==> src/verilog/game_rules_pkg.sv <==
`default_nettype none

package game_rules_pkg;

	// Lives at the start of a game.
	localparam logic [3:0] LIFE_INIT = 4'd3;

	// Good hits needed to finish a level.
	localparam logic [3:0] SCORE_TO_ADVANCE = 4'd2;

	// Rows gained per lift key.
	localparam int unsigned LIFT_ROWS = 2;

	typedef enum logic [1:0] {
		ST_READY,	// Waiting for start, level held in reset.
		ST_PLAY,
		ST_OVER	// No lives left.
	} game_state_t;

endpackage

`default_nettype wire

==> src/verilog/grid_pkg.sv <==
`default_nettype none

package grid_pkg;

	localparam int unsigned GRID_COLS = 8;
	localparam int unsigned GRID_ROWS = 16;
	localparam int unsigned ROW_W = 4;
	localparam int unsigned COL_W = 3;

	localparam int unsigned N_OBST = 4;

	// Each obstacle falls down its own column.
	localparam logic [COL_W-1:0] OBST_COL [N_OBST] = '{3'd1, 3'd3, 3'd5, 3'd7};
	localparam logic [ROW_W-1:0] OBST_START_ROW [N_OBST] = '{4'd0, 4'd4, 4'd8, 4'd12};

	localparam logic [COL_W-1:0] SMILEY_START_COL = 3'd0;
	localparam logic [ROW_W-1:0] SMILEY_START_ROW = 4'd0;

endpackage

`default_nettype wire

==> src/verilog/obst_if.sv <==
`timescale 1ns/10ps
`default_nettype none

interface obst_if import grid_pkg::*; ();

	logic [N_OBST-1:0][ROW_W-1:0] obst_row;
	logic [N_OBST-1:0] obst_kind;	// Set for a good obstacle.
	logic [N_OBST-1:0] obst_valid;
	logic [N_OBST-1:0] hit_clear;	// Respawn request, one cycle.

	modport field (
		output obst_row, obst_kind, obst_valid,
		input hit_clear
	);

	modport detector (
		input obst_row, obst_kind, obst_valid,
		output hit_clear
	);

endinterface

`default_nettype wire

==> src/verilog/collision_if.sv <==
`timescale 1ns/10ps
`default_nettype none

interface collision_if ();

	logic border_bottom;
	logic obstacle_real;
	logic obstacle_good;	// Qualified by obstacle_real.
	logic obstacle_bad;	// Qualified by obstacle_real.

	modport detector (
		output border_bottom, obstacle_real, obstacle_good, obstacle_bad
	);

	modport controller (
		input border_bottom, obstacle_real, obstacle_good, obstacle_bad
	);

endinterface

`default_nettype wire

==> src/verilog/smiley_mover.sv <==
`timescale 1ns/10ps
`default_nettype none

module smiley_mover import grid_pkg::*, game_rules_pkg::*; (
	input logic clk,
	input logic resetN,
	input logic frame_tick,
	input logic key_left,
	input logic key_right,
	input logic key_up,
	input logic pause,
	input logic reset_level,
	output logic [ROW_W-1:0] smiley_row,
	output logic [COL_W-1:0] smiley_col
);

	logic [ROW_W-1:0] row_next;
	logic [COL_W-1:0] col_next;

	always_comb begin
		col_next = smiley_col;
		if (key_left && !key_right && smiley_col != '0) begin
			col_next = smiley_col - 1'b1;
		end
		else if (key_right && !key_left && smiley_col != COL_W'(GRID_COLS - 1)) begin
			col_next = smiley_col + 1'b1;
		end

		row_next = smiley_row;
		if (key_up) begin
			if (smiley_row < ROW_W'(LIFT_ROWS)) begin
				row_next = '0;	// Clamp at the top row.
			end
			else begin
				row_next = smiley_row - ROW_W'(LIFT_ROWS);
			end
		end
		else if (smiley_row != ROW_W'(GRID_ROWS - 1)) begin
			row_next = smiley_row + 1'b1;	// Gravity.
		end
	end

	always_ff @(posedge clk or negedge resetN) begin
		if (!resetN) begin
			smiley_row <= SMILEY_START_ROW;
			smiley_col <= SMILEY_START_COL;
		end
		else if (reset_level) begin
			smiley_row <= SMILEY_START_ROW;
			smiley_col <= SMILEY_START_COL;
		end
		else if (frame_tick && !pause) begin
			smiley_row <= row_next;
			smiley_col <= col_next;
		end
	end

	// Column never wraps at an edge.
	a_col_in_grid: assert property (@(posedge clk) disable iff (!resetN)
		!reset_level |=> (int'(smiley_col) <= int'($past(smiley_col)) + 1) &&
			(int'(smiley_col) + 1 >= int'($past(smiley_col))));

endmodule

`default_nettype wire

==> src/verilog/obstacle_field.sv <==
`timescale 1ns/10ps
`default_nettype none

module obstacle_field import grid_pkg::*; (
	input logic clk,
	input logic resetN,
	input logic frame_tick,
	input logic pause,
	input logic reset_level,
	input logic [N_OBST-1:0] obst_kind_cfg,
	obst_if.field ob
);

	logic step;

	assign step = frame_tick && !pause;

	always_ff @(posedge clk or negedge resetN) begin
		if (!resetN) begin
			for (int i = 0; i < N_OBST; i++) begin
				ob.obst_row[i] <= OBST_START_ROW[i];
			end
			ob.obst_kind <= '0;
			ob.obst_valid <= '0;	// Armed by the first level reset.
		end
		else begin
			for (int i = 0; i < N_OBST; i++) begin
				if (reset_level) begin
					ob.obst_row[i] <= OBST_START_ROW[i];
					ob.obst_kind[i] <= obst_kind_cfg[i];
					ob.obst_valid[i] <= 1'b1;
				end
				else if (ob.hit_clear[i]) begin
					ob.obst_row[i] <= '0;	// Respawn at the top.
					ob.obst_kind[i] <= obst_kind_cfg[i];
				end
				else if (step) begin
					if (ob.obst_row[i] == ROW_W'(GRID_ROWS - 1)) begin
						ob.obst_row[i] <= '0;
						ob.obst_kind[i] <= obst_kind_cfg[i];	// New kind on wrap.
					end
					else begin
						ob.obst_row[i] <= ob.obst_row[i] + 1'b1;
					end
				end
			end
		end
	end

endmodule

`default_nettype wire

==> src/verilog/collision_detector.sv <==
`timescale 1ns/10ps
`default_nettype none

module collision_detector import grid_pkg::*; (
	input logic clk,
	input logic resetN,
	input logic frame_tick,
	input logic [ROW_W-1:0] smiley_row,
	input logic [COL_W-1:0] smiley_col,
	obst_if.detector ob,
	collision_if.detector cl
);

	logic tick_d;	// Positions are fresh in this cycle.
	logic border_hit;
	logic [N_OBST-1:0] touch;
	logic [N_OBST-1:0] first_touch;

	always_ff @(posedge clk or negedge resetN) begin
		if (!resetN) begin
			tick_d <= 1'b0;
		end
		else begin
			tick_d <= frame_tick;
		end
	end

	assign border_hit = tick_d && (smiley_row == ROW_W'(GRID_ROWS - 1));

	always_comb begin
		for (int i = 0; i < N_OBST; i++) begin
			touch[i] = tick_d && ob.obst_valid[i] && (ob.obst_row[i] == smiley_row) &&
				(OBST_COL[i] == smiley_col);
		end
		first_touch = touch & (~touch + 1'b1);	// Lowest index wins.
	end

	always_ff @(posedge clk or negedge resetN) begin
		if (!resetN) begin
			cl.border_bottom <= 1'b0;
			cl.obstacle_real <= 1'b0;
			cl.obstacle_good <= 1'b0;
			cl.obstacle_bad <= 1'b0;
			ob.hit_clear <= '0;
		end
		else begin
			cl.border_bottom <= border_hit;
			cl.obstacle_real <= !border_hit && (|touch);
			cl.obstacle_good <= !border_hit && (|(first_touch & ob.obst_kind));
			cl.obstacle_bad <= !border_hit && (|(first_touch & ~ob.obst_kind));
			ob.hit_clear <= border_hit ? '0 : first_touch;
		end
	end

	a_clear_onehot: assert property (@(posedge clk) disable iff (!resetN)
		$onehot0(ob.hit_clear));

endmodule

`default_nettype wire

==> src/verilog/game_controller.sv <==
`timescale 1ns/10ps
`default_nettype none

module game_controller import game_rules_pkg::*; (
	input logic clk,
	input logic resetN,
	input logic key_start,
	collision_if.controller cl,
	output logic pause,
	output logic reset_level,
	output logic [3:0] score,
	output logic [3:0] level,
	output logic [3:0] life,
	output game_state_t state
);

	game_state_t state_next;
	logic [3:0] score_next;
	logic [3:0] level_next;
	logic [3:0] life_next;

	always_ff @(posedge clk or negedge resetN) begin
		if (!resetN) begin
			state <= ST_READY;
			score <= '0;
			level <= '0;
			life <= LIFE_INIT;
		end
		else begin
			state <= state_next;
			score <= score_next;
			level <= level_next;
			life <= life_next;
		end
	end

	always_comb begin
		state_next = state;
		score_next = score;
		level_next = level;
		life_next = life;
		pause = 1'b1;
		reset_level = 1'b0;

		case (state)
			ST_READY: begin
				score_next = '0;
				reset_level = 1'b1;
				if (key_start) begin
					state_next = ST_PLAY;
				end
			end
			ST_PLAY: begin
				pause = 1'b0;
				if (cl.border_bottom) begin
					life_next = life - 1'b1;
					state_next = (life_next == '0) ? ST_OVER : ST_READY;
				end
				else if (cl.obstacle_real && cl.obstacle_good) begin
					if (score == SCORE_TO_ADVANCE - 1'b1) begin
						level_next = level + 1'b1;	// Level done.
						state_next = ST_READY;
					end
					else begin
						score_next = score + 1'b1;
					end
				end
				else if (cl.obstacle_real && cl.obstacle_bad && score != '0) begin
					score_next = score - 1'b1;	// Floor at zero.
				end
			end
			ST_OVER: begin
				score_next = '0;
				level_next = '0;
				life_next = LIFE_INIT;
				reset_level = 1'b1;
				if (key_start) begin
					state_next = ST_PLAY;
				end
			end
			default: state_next = ST_READY;
		endcase
	end

	a_life_max: assert property (@(posedge clk) disable iff (!resetN)
		life <= LIFE_INIT);

endmodule

`default_nettype wire

==> src/verilog/game_regs.sv <==
`timescale 1ns/10ps
`default_nettype none

module game_regs import grid_pkg::*, game_rules_pkg::*; (
	input logic clk,
	input logic resetN,
	input logic [3:0] paddr,
	input logic psel,
	input logic penable,
	input logic pwrite,
	input logic [31:0] pwdata,
	output logic [31:0] prdata,
	output logic pready,
	output logic pslverr,
	input logic [3:0] score,
	input logic [3:0] level,
	input logic [3:0] life,
	input game_state_t state,
	output logic [N_OBST-1:0] obst_kind_cfg
);

	logic setup_phase;
	logic access_phase;
	logic addr_ok;
	logic [31:0] read_data;

	assign setup_phase = psel && !penable;
	assign access_phase = psel && penable;
	assign pready = 1'b1;	// No wait states.

	always_comb begin
		addr_ok = 1'b1;
		read_data = '0;
		case (paddr)
			4'h0: read_data = {18'd0, state, life, level, score};
			4'h4: read_data = {{(32 - N_OBST){1'b0}}, obst_kind_cfg};
			default: addr_ok = 1'b0;
		endcase
	end

	// Read data and error are captured in setup and shown in access.
	always_ff @(posedge clk or negedge resetN) begin
		if (!resetN) begin
			prdata <= '0;
			pslverr <= 1'b0;
			obst_kind_cfg <= 4'b0101;
		end
		else begin
			pslverr <= setup_phase && !addr_ok;
			if (setup_phase && !pwrite) begin
				prdata <= read_data;
			end
			if (access_phase && pwrite && paddr == 4'h4) begin
				obst_kind_cfg <= pwdata[N_OBST-1:0];
			end
		end
	end

	a_slverr_access: assert property (@(posedge clk) disable iff (!resetN)
		pslverr |-> access_phase);

endmodule

`default_nettype wire

==> src/verilog/game_top.sv <==
`timescale 1ns/10ps
`default_nettype none

module game_top import grid_pkg::*, game_rules_pkg::*; (
	input logic clk,
	input logic resetN,
	input logic frame_tick,
	input logic key_left,
	input logic key_right,
	input logic key_up,
	input logic key_start,
	input logic [3:0] paddr,
	input logic psel,
	input logic penable,
	input logic pwrite,
	input logic [31:0] pwdata,
	output logic [31:0] prdata,
	output logic pready,
	output logic pslverr,
	output logic [3:0] score,
	output logic [3:0] level,
	output logic [3:0] life,
	output logic pause
);

	logic reset_level;
	logic [ROW_W-1:0] smiley_row;
	logic [COL_W-1:0] smiley_col;
	logic [N_OBST-1:0] obst_kind_cfg;
	game_state_t state;

	obst_if obst_bus ();
	collision_if coll_bus ();

	smiley_mover i_mover (
		.clk, .resetN, .frame_tick, .key_left, .key_right, .key_up,
		.pause, .reset_level, .smiley_row, .smiley_col
	);

	obstacle_field i_field (
		.clk, .resetN, .frame_tick, .pause, .reset_level, .obst_kind_cfg,
		.ob(obst_bus)
	);

	collision_detector i_detector (
		.clk, .resetN, .frame_tick, .smiley_row, .smiley_col,
		.ob(obst_bus), .cl(coll_bus)
	);

	game_controller i_ctrl (
		.clk, .resetN, .key_start, .cl(coll_bus),
		.pause, .reset_level, .score, .level, .life, .state
	);

	game_regs i_regs (
		.clk, .resetN, .paddr, .psel, .penable, .pwrite, .pwdata,
		.prdata, .pready, .pslverr, .score, .level, .life, .state, .obst_kind_cfg
	);

endmodule

`default_nettype wire

==> config.mk <==
export PLATFORM = sky130hd
export DESIGN_NAME = game_top
export DESIGN_NICKNAME = d
export VERILOG_FILES = /design/src/verilog/game_rules_pkg.sv /design/src/verilog/grid_pkg.sv /design/src/verilog/obst_if.sv /design/src/verilog/collision_if.sv /design/src/verilog/smiley_mover.sv /design/src/verilog/obstacle_field.sv /design/src/verilog/collision_detector.sv /design/src/verilog/game_controller.sv /design/src/verilog/game_regs.sv /design/src/verilog/game_top.sv
export SDC_FILE = /design/constraint.sdc
export NUM_CORES = 1
export LEC_CHECK = 0
export BUFFER_PORTS_ARGS = -buffer_cell sky130_fd_sc_hd__clkbuf_2
export CORE_UTILIZATION = 45
export DETAILED_ROUTE_END_ITERATION = 7
export PLACE_DENSITY = 0.69
export SYNTH_ARGS = -nofsm -noshare
export SYNTH_HDL_FRONTEND = slang
export SYNTH_SLANG_ARGS = --single-unit
==> constraint.sdc <==
create_clock -name clk -period 2.3 [get_ports clk]
set_input_delay 0.345 -clock clk [delete_from_list [all_inputs] [get_ports clk]]
set_output_delay 0.345 -clock clk [all_outputs]
set_load 0.005 [all_outputs]
Word level (Yosys, flattened, before mapping)
Cells that the tools add are included.
{"block": "word_totals", "mem_bits_ro": 0, "latchBits": 0, "mem_count": 0, "inputBits": 46, "ff_bits": 88, "ram_bits": 0}
{"block": "op_classes", "n_div": 0, "mux": 63, "shift": 0, "multipliers": 0, "n_eq_ne": 28, "order_cmp": 1, "n_addsub": 13, "reduce_logical": 69, "bitwise": 5}
{"op": "$mux 4", "count": 30}
{"op": "$reduce_bool 3->1", "count": 11}
{"op": "$add 4x1->4 const B", "count": 8}
{"op": "$logic_and 1x1->1", "count": 30}
{"op": "$pmux 14 s2", "count": 1}
{"op": "$pmux 4 s2", "count": 3}
{"op": "$eq 4x4->1 const B", "count": 5}
{"op": "$mux 1", "count": 19}
{"op": "$eq 4x4->1", "count": 4}
{"op": "$reduce_and 2->1", "count": 7}
{"op": "$and 4x4->4", "count": 3}
{"op": "$mux 3", "count": 4}
{"op": "$reduce_or 4->1", "count": 3}
{"op": "$mux 2", "count": 5}
{"op": "$logic_not 4->1", "count": 2}
{"op": "$not 4->4", "count": 2}
{"op": "$reduce_and 4->1", "count": 2}
{"op": "$sub 4x1->4 const B", "count": 2}
{"op": "$eq 3x3->1 const A", "count": 2}
{"op": "$logic_not 1->1", "count": 6}
{"op": "$ne 2x1->1 const B", "count": 3}
{"op": "$ne 3x2->1 const B", "count": 2}
{"op": "$ne 3x3->1 const B", "count": 2}
{"op": "$reduce_bool 2->1", "count": 3}
{"op": "18 further kinds", "count": 20}

Depth between registers and ports, before layout
{"block": "depth", "depth_word": 9, "depth_mapped": 8, "mapped_depth_nobuf": 7}

Cells and area by module
A second synthesis with hierarchy kept.
{"block": "unflattened", "hier_cells": 418, "hier_area_um2": 4117.7}
{"mod": "obstacle_field", "area_each_um2": 1111.1, "cells_each": 108, "n_inst": 1}
{"mod": "game_regs", "area_each_um2": 969.7, "cells_each": 97, "n_inst": 1}
{"mod": "game_controller", "area_each_um2": 932.1, "cells_each": 97, "n_inst": 1}
{"mod": "collision_detector", "area_each_um2": 589.3, "cells_each": 58, "n_inst": 1}
{"mod": "smiley_mover", "area_each_um2": 515.5, "cells_each": 58, "n_inst": 1}

Worst setup path before layout
No wires, ideal clock.
{"block": "synth_timing", "path_type": "register to register", "start": "register i_ctrl.score[0]", "end": "register i_ctrl.score[3]", "n_path_buf": 1, "t_arrival_ns": 1.695, "slack_ns": 0.527, "setup_ns": 0.078, "period_less_slack_ns": 1.773, "stages_incl_launch_ff": 9, "cell_sequence": "dfrtp_1 > inv_1 > ha_1 > or3b_1 > a21oi_1 > and3b_1 > buf_2 > a21o_1 > a21oi_1"}
{"block": "synth_via", "elab_chain_cells": 5, "elab_cells_between_ends": 13, "classes_between": "2 x add/sub; 3 x eq/ne; 5 x mux; 3 x reduce/logical"}
{"item": "start: declaration", "line": "game_controller.sv:11", "rtl": "output logic [3:0] score,"}
{"item": "start signal: assignment", "line": "game_controller.sv:31", "rtl": "score <= score_next;"}
{"item": "$sub 4x1->4 or $add 4x1->4 (tied branches)", "line": "game_controller.sv:69, game_controller.sv:65"}
{"item": "$mux 4 (on tied branches)", "line": "game_controller.sv:68, game_controller.sv:60"}
{"item": "$mux 4", "line": "game_controller.sv:59", "rtl": "else if (cl.obstacle_real && cl.obstacle_good) begin"}
{"item": "$mux 4", "line": "game_controller.sv:55", "rtl": "if (cl.border_bottom) begin"}
{"item": "$pmux 4 s2", "line": "game_controller.sv:45", "rtl": "case (state)"}
Several ways; a longest one is shown, not always the timed one. The select of a mux whose other input is x is not followed.
A chain may end at the register's enable or synchronous reset.

Final worst setup path
{"block": "layout_timing", "start": "register i_mover.smiley_row[1]", "end": "register i_detector.cl.obstacle_good"}
{"block": "layout_via", "elab_chain_cells": 9, "elab_cells_between_ends": 21, "classes_between": "1 x add/sub; 5 x eq/ne; 3 x bitwise; 12 x reduce/logical"}
{"item": "start: declaration", "line": "smiley_mover.sv:13", "rtl": "output logic [ROW_W-1:0] smiley_row,"}
{"item": "start signal: assignment", "line": "smiley_mover.sv:53", "rtl": "smiley_row <= row_next;"}
{"item": "$eq 4x4->1", "line": "collision_detector.sv:32", "rtl": "touch[i] = tick_d && ob.obst_valid[i] && (ob.obst_row[i] == smiley_row) &&"}
{"item": "$logic_and 1x1->1 (2 in a row)", "line": "collision_detector.sv:32"}
{"item": "$not 4->4", "line": "collision_detector.sv:35", "rtl": "first_touch = touch & (~touch + 1'b1);"}
{"item": "$add 4x1->4", "line": "collision_detector.sv:35"}
{"item": "$and 4x4->4", "line": "collision_detector.sv:35"}
{"item": "$and 4x4->4", "line": "collision_detector.sv:49", "rtl": "cl.obstacle_good <= !border_hit && (|(first_touch & ob.obst_kind));"}
{"item": "$reduce_or 4->1", "line": "collision_detector.sv:49"}
{"item": "$logic_and 1x1->1 (*)", "line": "collision_detector.sv:49"}
{"item": "end signal: assignment", "line": "collision_detector.sv:49"}
{"item": "end: declaration", "line": "collision_if.sv:12", "rtl": "output border_bottom, obstacle_real, obstacle_good, obstacle_bad"}
Every way passes the cells marked *; elsewhere a longest branch is shown, timed or not.

==> impl_metrics.csv <==
group,metric,value,unit
sta,finalClockSkew,0.0130,ns
final_layout,synthToLayoutAreaGrowth,11.5,%
global_routing,antenna_found_initial,0,
clock_tree,ctsResizeCount,0,
final_layout,multiInputGateArea,2020,µm²
sta,worst_slack,0.342,ns
clock_tree,post_cts_buffers,0,
detailed_routing,vias,2963,
placed_design,pre_cts_slack,0.352,ns
floorplan,rows,34,
synthesis,synth_top_area_share,38.6,%
critical_path,critical_path_arrival,2.19,ns
synthesis,synth_mux_area_share,4.54,%
power_and_ir_drop,ir_worst_vdd,445,µV
clock_tree,htreeDepth,3,
synthesis,ys_async_sr_fraction,100,%
floorplan,core_area,8680,µm²
global_routing,grt_pass1_wl,13300,µm
sta,finalSetupTns,0,ns
critical_path,worstSetupStartpointType,"register",
synthesis,synth-simple-area-share,16.6,%
floorplan,die_x,96.5,µm
global_routing,grt_max_degree,71,
global_routing,grt_pass1_vias,2776,
clock_tree,clkSinkCount,70,
final_layout,layout.nets,504,
synthesis,synth_cells,395,
worst_hold_path,holdCritPathClass,"in2async",
synthesis,synthTopCellsByArea,"dfrtp_1, ha_1, dfstp_2",
power_and_ir_drop,power,4.65,mW
global_routing,overflow,0,
detailed_routing,dr.pass1.iters,4,
critical_path,crit_required,2.53,ns
sta,slew_violations,0,
sta,hold_viol_final,0,
sta,period_share,85.1,%
clock_tree,clock_latency,0.34,ns
detailed_routing,wl_per_cell,14.6,µm
final_layout,nFillCells,826,
synthesis,synth.ff_latch_count,70,
final_layout,regArea,1760,µm²
sta,relSlewSlack,64.0,%
clock_tree,cts_buffer_depth,2,
power_and_ir_drop,powerDensity,1040,nW/µm²
critical_path,worst-path-max-fanout,9,
synthesis,yosysWarnings,0,
flow_run,maxCapViolCount,0,
synthesis,synthXorXnorAreaFrac,7.90,%
synthesis,syn_area_per_cell,10.2,µm²
sta,setup_viol,0,
placed_design,portBuffers,45,
synthesis,synthAdderAreaFrac,5.91,%
synthesis,ys_seq_area_share,43.8,%
synthesis,yosysTopAreaCell,"dfrtp_1",
critical_path,end_kind,"register",
synthesis,synth_top_family_by_area,"simple AND/OR/NAND/NOR gates",
clock_tree,cts_tree,"built",
synthesis,synth-edff-count,0,
floorplan,die_area,9320,µm²
sta,period_needed,1.96,ns
global_routing,gr-usage-all-layers,18.9,%
synthesis,synth.most_common_cell,"dfrtp_1",
sta,fmax,511,MHz
detailed_routing,drc_errors,0,
sta,tightest_slew,0.541,ns
clock_tree,clk_pin_slew,0.08,ns
synthesis,syn_area,4020,µm²
synthesis,synth-compound-area-share,13.5,%
synthesis,netlist_top_cells_count,"dfrtp_1, nand2_1, nor2_1, buf_4, ha_1",
power_and_ir_drop,p_leak,2.14,nW
sta,rsz0062_at_grt,"false",
detailed_routing,wl,8060,µm
floorplan,die_h,96.5,µm
clock_tree,root_buffer,"clkbuf_8",
detailed_routing,routed_via_density,5.37,
critical_path,worstSetupPathType,"reg2reg",
clock_tree,ctsHoldBuffers,0,
synthesis,synth_cell_types,61,
final_layout,final_layout_size_suffix_gt1_share,22.1,%
floorplan,io_pins,93,
floorplan,start_util,46.3,%
synthesis,synthFlopType,"dfrtp_1",
detailed_routing,first_iter_violations,107,
clock_tree,cts_made_buffers,9,
outcome,status,"finished clean",
final_layout,antenna_cells,0,
placed_design,dp_hpwl,5880,µm
detailed_routing,drt.antenna.violating_nets,0,
placed_design,place_congestion,0.817,
## critical path: stages, from the launching register on
cell       delay, ns
dfrtp_1         0.68
xnor2_4         0.18
nand4_4         0.15
o2bb2ai_1       0.39
nor3b_2         0.14
a221o_1         0.31
## path summary, 6_finish.rpt
kind | cells after the start | start | slack (ns) | endpoint
worst min register to register | 1 | i_detector.ob.hit_clear[2] | 0.42 | i_field.ob.obst_row[11]
min in group clk | 1 | frame_tick | 0.14 | i_detector.tick_d
worst min-delay path | 2 | resetN | 0.006 | i_field.ob.obst_row[5]
worst max-delay path | 5 | i_mover.smiley_row[1] | 0.34 | i_detector.cl.obstacle_good
max in group asynchronous | 2 | resetN | 1.94 | i_field.ob.obst_row[6]
worst max register to register | 5 | i_mover.smiley_row[1] | 0.34 | i_detector.cl.obstacle_good
## power breakdown
part / internal [mW] / switching, mW
sequential: 1.55 / 0.484
combinational: 0.765 / 0.762
clock: 0.611 / 0.476
## layer usage
layer / track usage [%] / part of all wire, %
met1: 26.1 / 47
met2: 29.0 / 46
met3: 2.74 / 4.3
met4: 9.44 / 1.8
met5: 0 / 0
## placed cells by master (no fill, tap or decap), types with 3 or more instances in the layout
cell type   n
nand4_1     5
dfrtp_1    62
xor2_1     18
nand2_1    36
xnor2_1     7
a31oi_1     3
nor3_1      8
nand2b_1   12
ha_1       19
nor3b_1     3
clkbuf_2   44
clkbuf_8    9
nor2b_1     3
xnor2_4     3
dfstp_2     8
nand3_1     9
mux2_2     10
a22o_1     10
buf_4       6
mux2i_1     7
a21oi_1    18
conb_1     19
o21ai_0    14
a311oi_1    5
o21ai_1     5
nor2_1     30
inv_1      17
## logic make-up (layout without fill, tap and decap cells)
| kind of cell | Yosys count | after routing |
|---|---|---|
| simple gates | 126 | 126 |
| compound gates | 79 | 79 |
| flops | 70 | 70 |
| buf+inv | 53 | 85 |
| xor+xnor | 29 | 29 |
| fa+ha+maj | 19 | 19 |
| mux | 17 | 17 |
| other cells | 2 | 19 |
## final cells by class
class	instances	share of cell area (%)
flip-flops and latches	70	39.3
repair buffers	52	6.47
multi-input cells	289	45.0
clock buffers	10	2.85
well taps	108	3.01
clock inverters	6	1.93
inverters	17	1.42
## registers in the layout, summed over array words and instances (netlist names), 2 cells and up
register	count
i_ctrl.level	4
i_ctrl.life	4
i_regs.obst_kind_cfg	4
i_regs.prdata	14
i_field.ob.obst_kind	4
i_ctrl.state	2
i_field.ob.obst_row	16
i_ctrl.score	4
i_mover.smiley_col	3
i_detector.ob.hit_clear	4
i_mover.smiley_row	4
## stage by stage
stage	hold WS (ns)	cell area [µm²]	utilization, %	cells
after floorplan	0.0494	4090	-	412
after global placement	0.396	4270	49.2	536
after detailed placement	0.398	4270	49.2	536
after CTS	0.0255	4480	51.7	552
after global routing	0.0374	4480	51.7	552
final	0.00592	4480	51.7	552
Power figures use the tool's default switching activity.
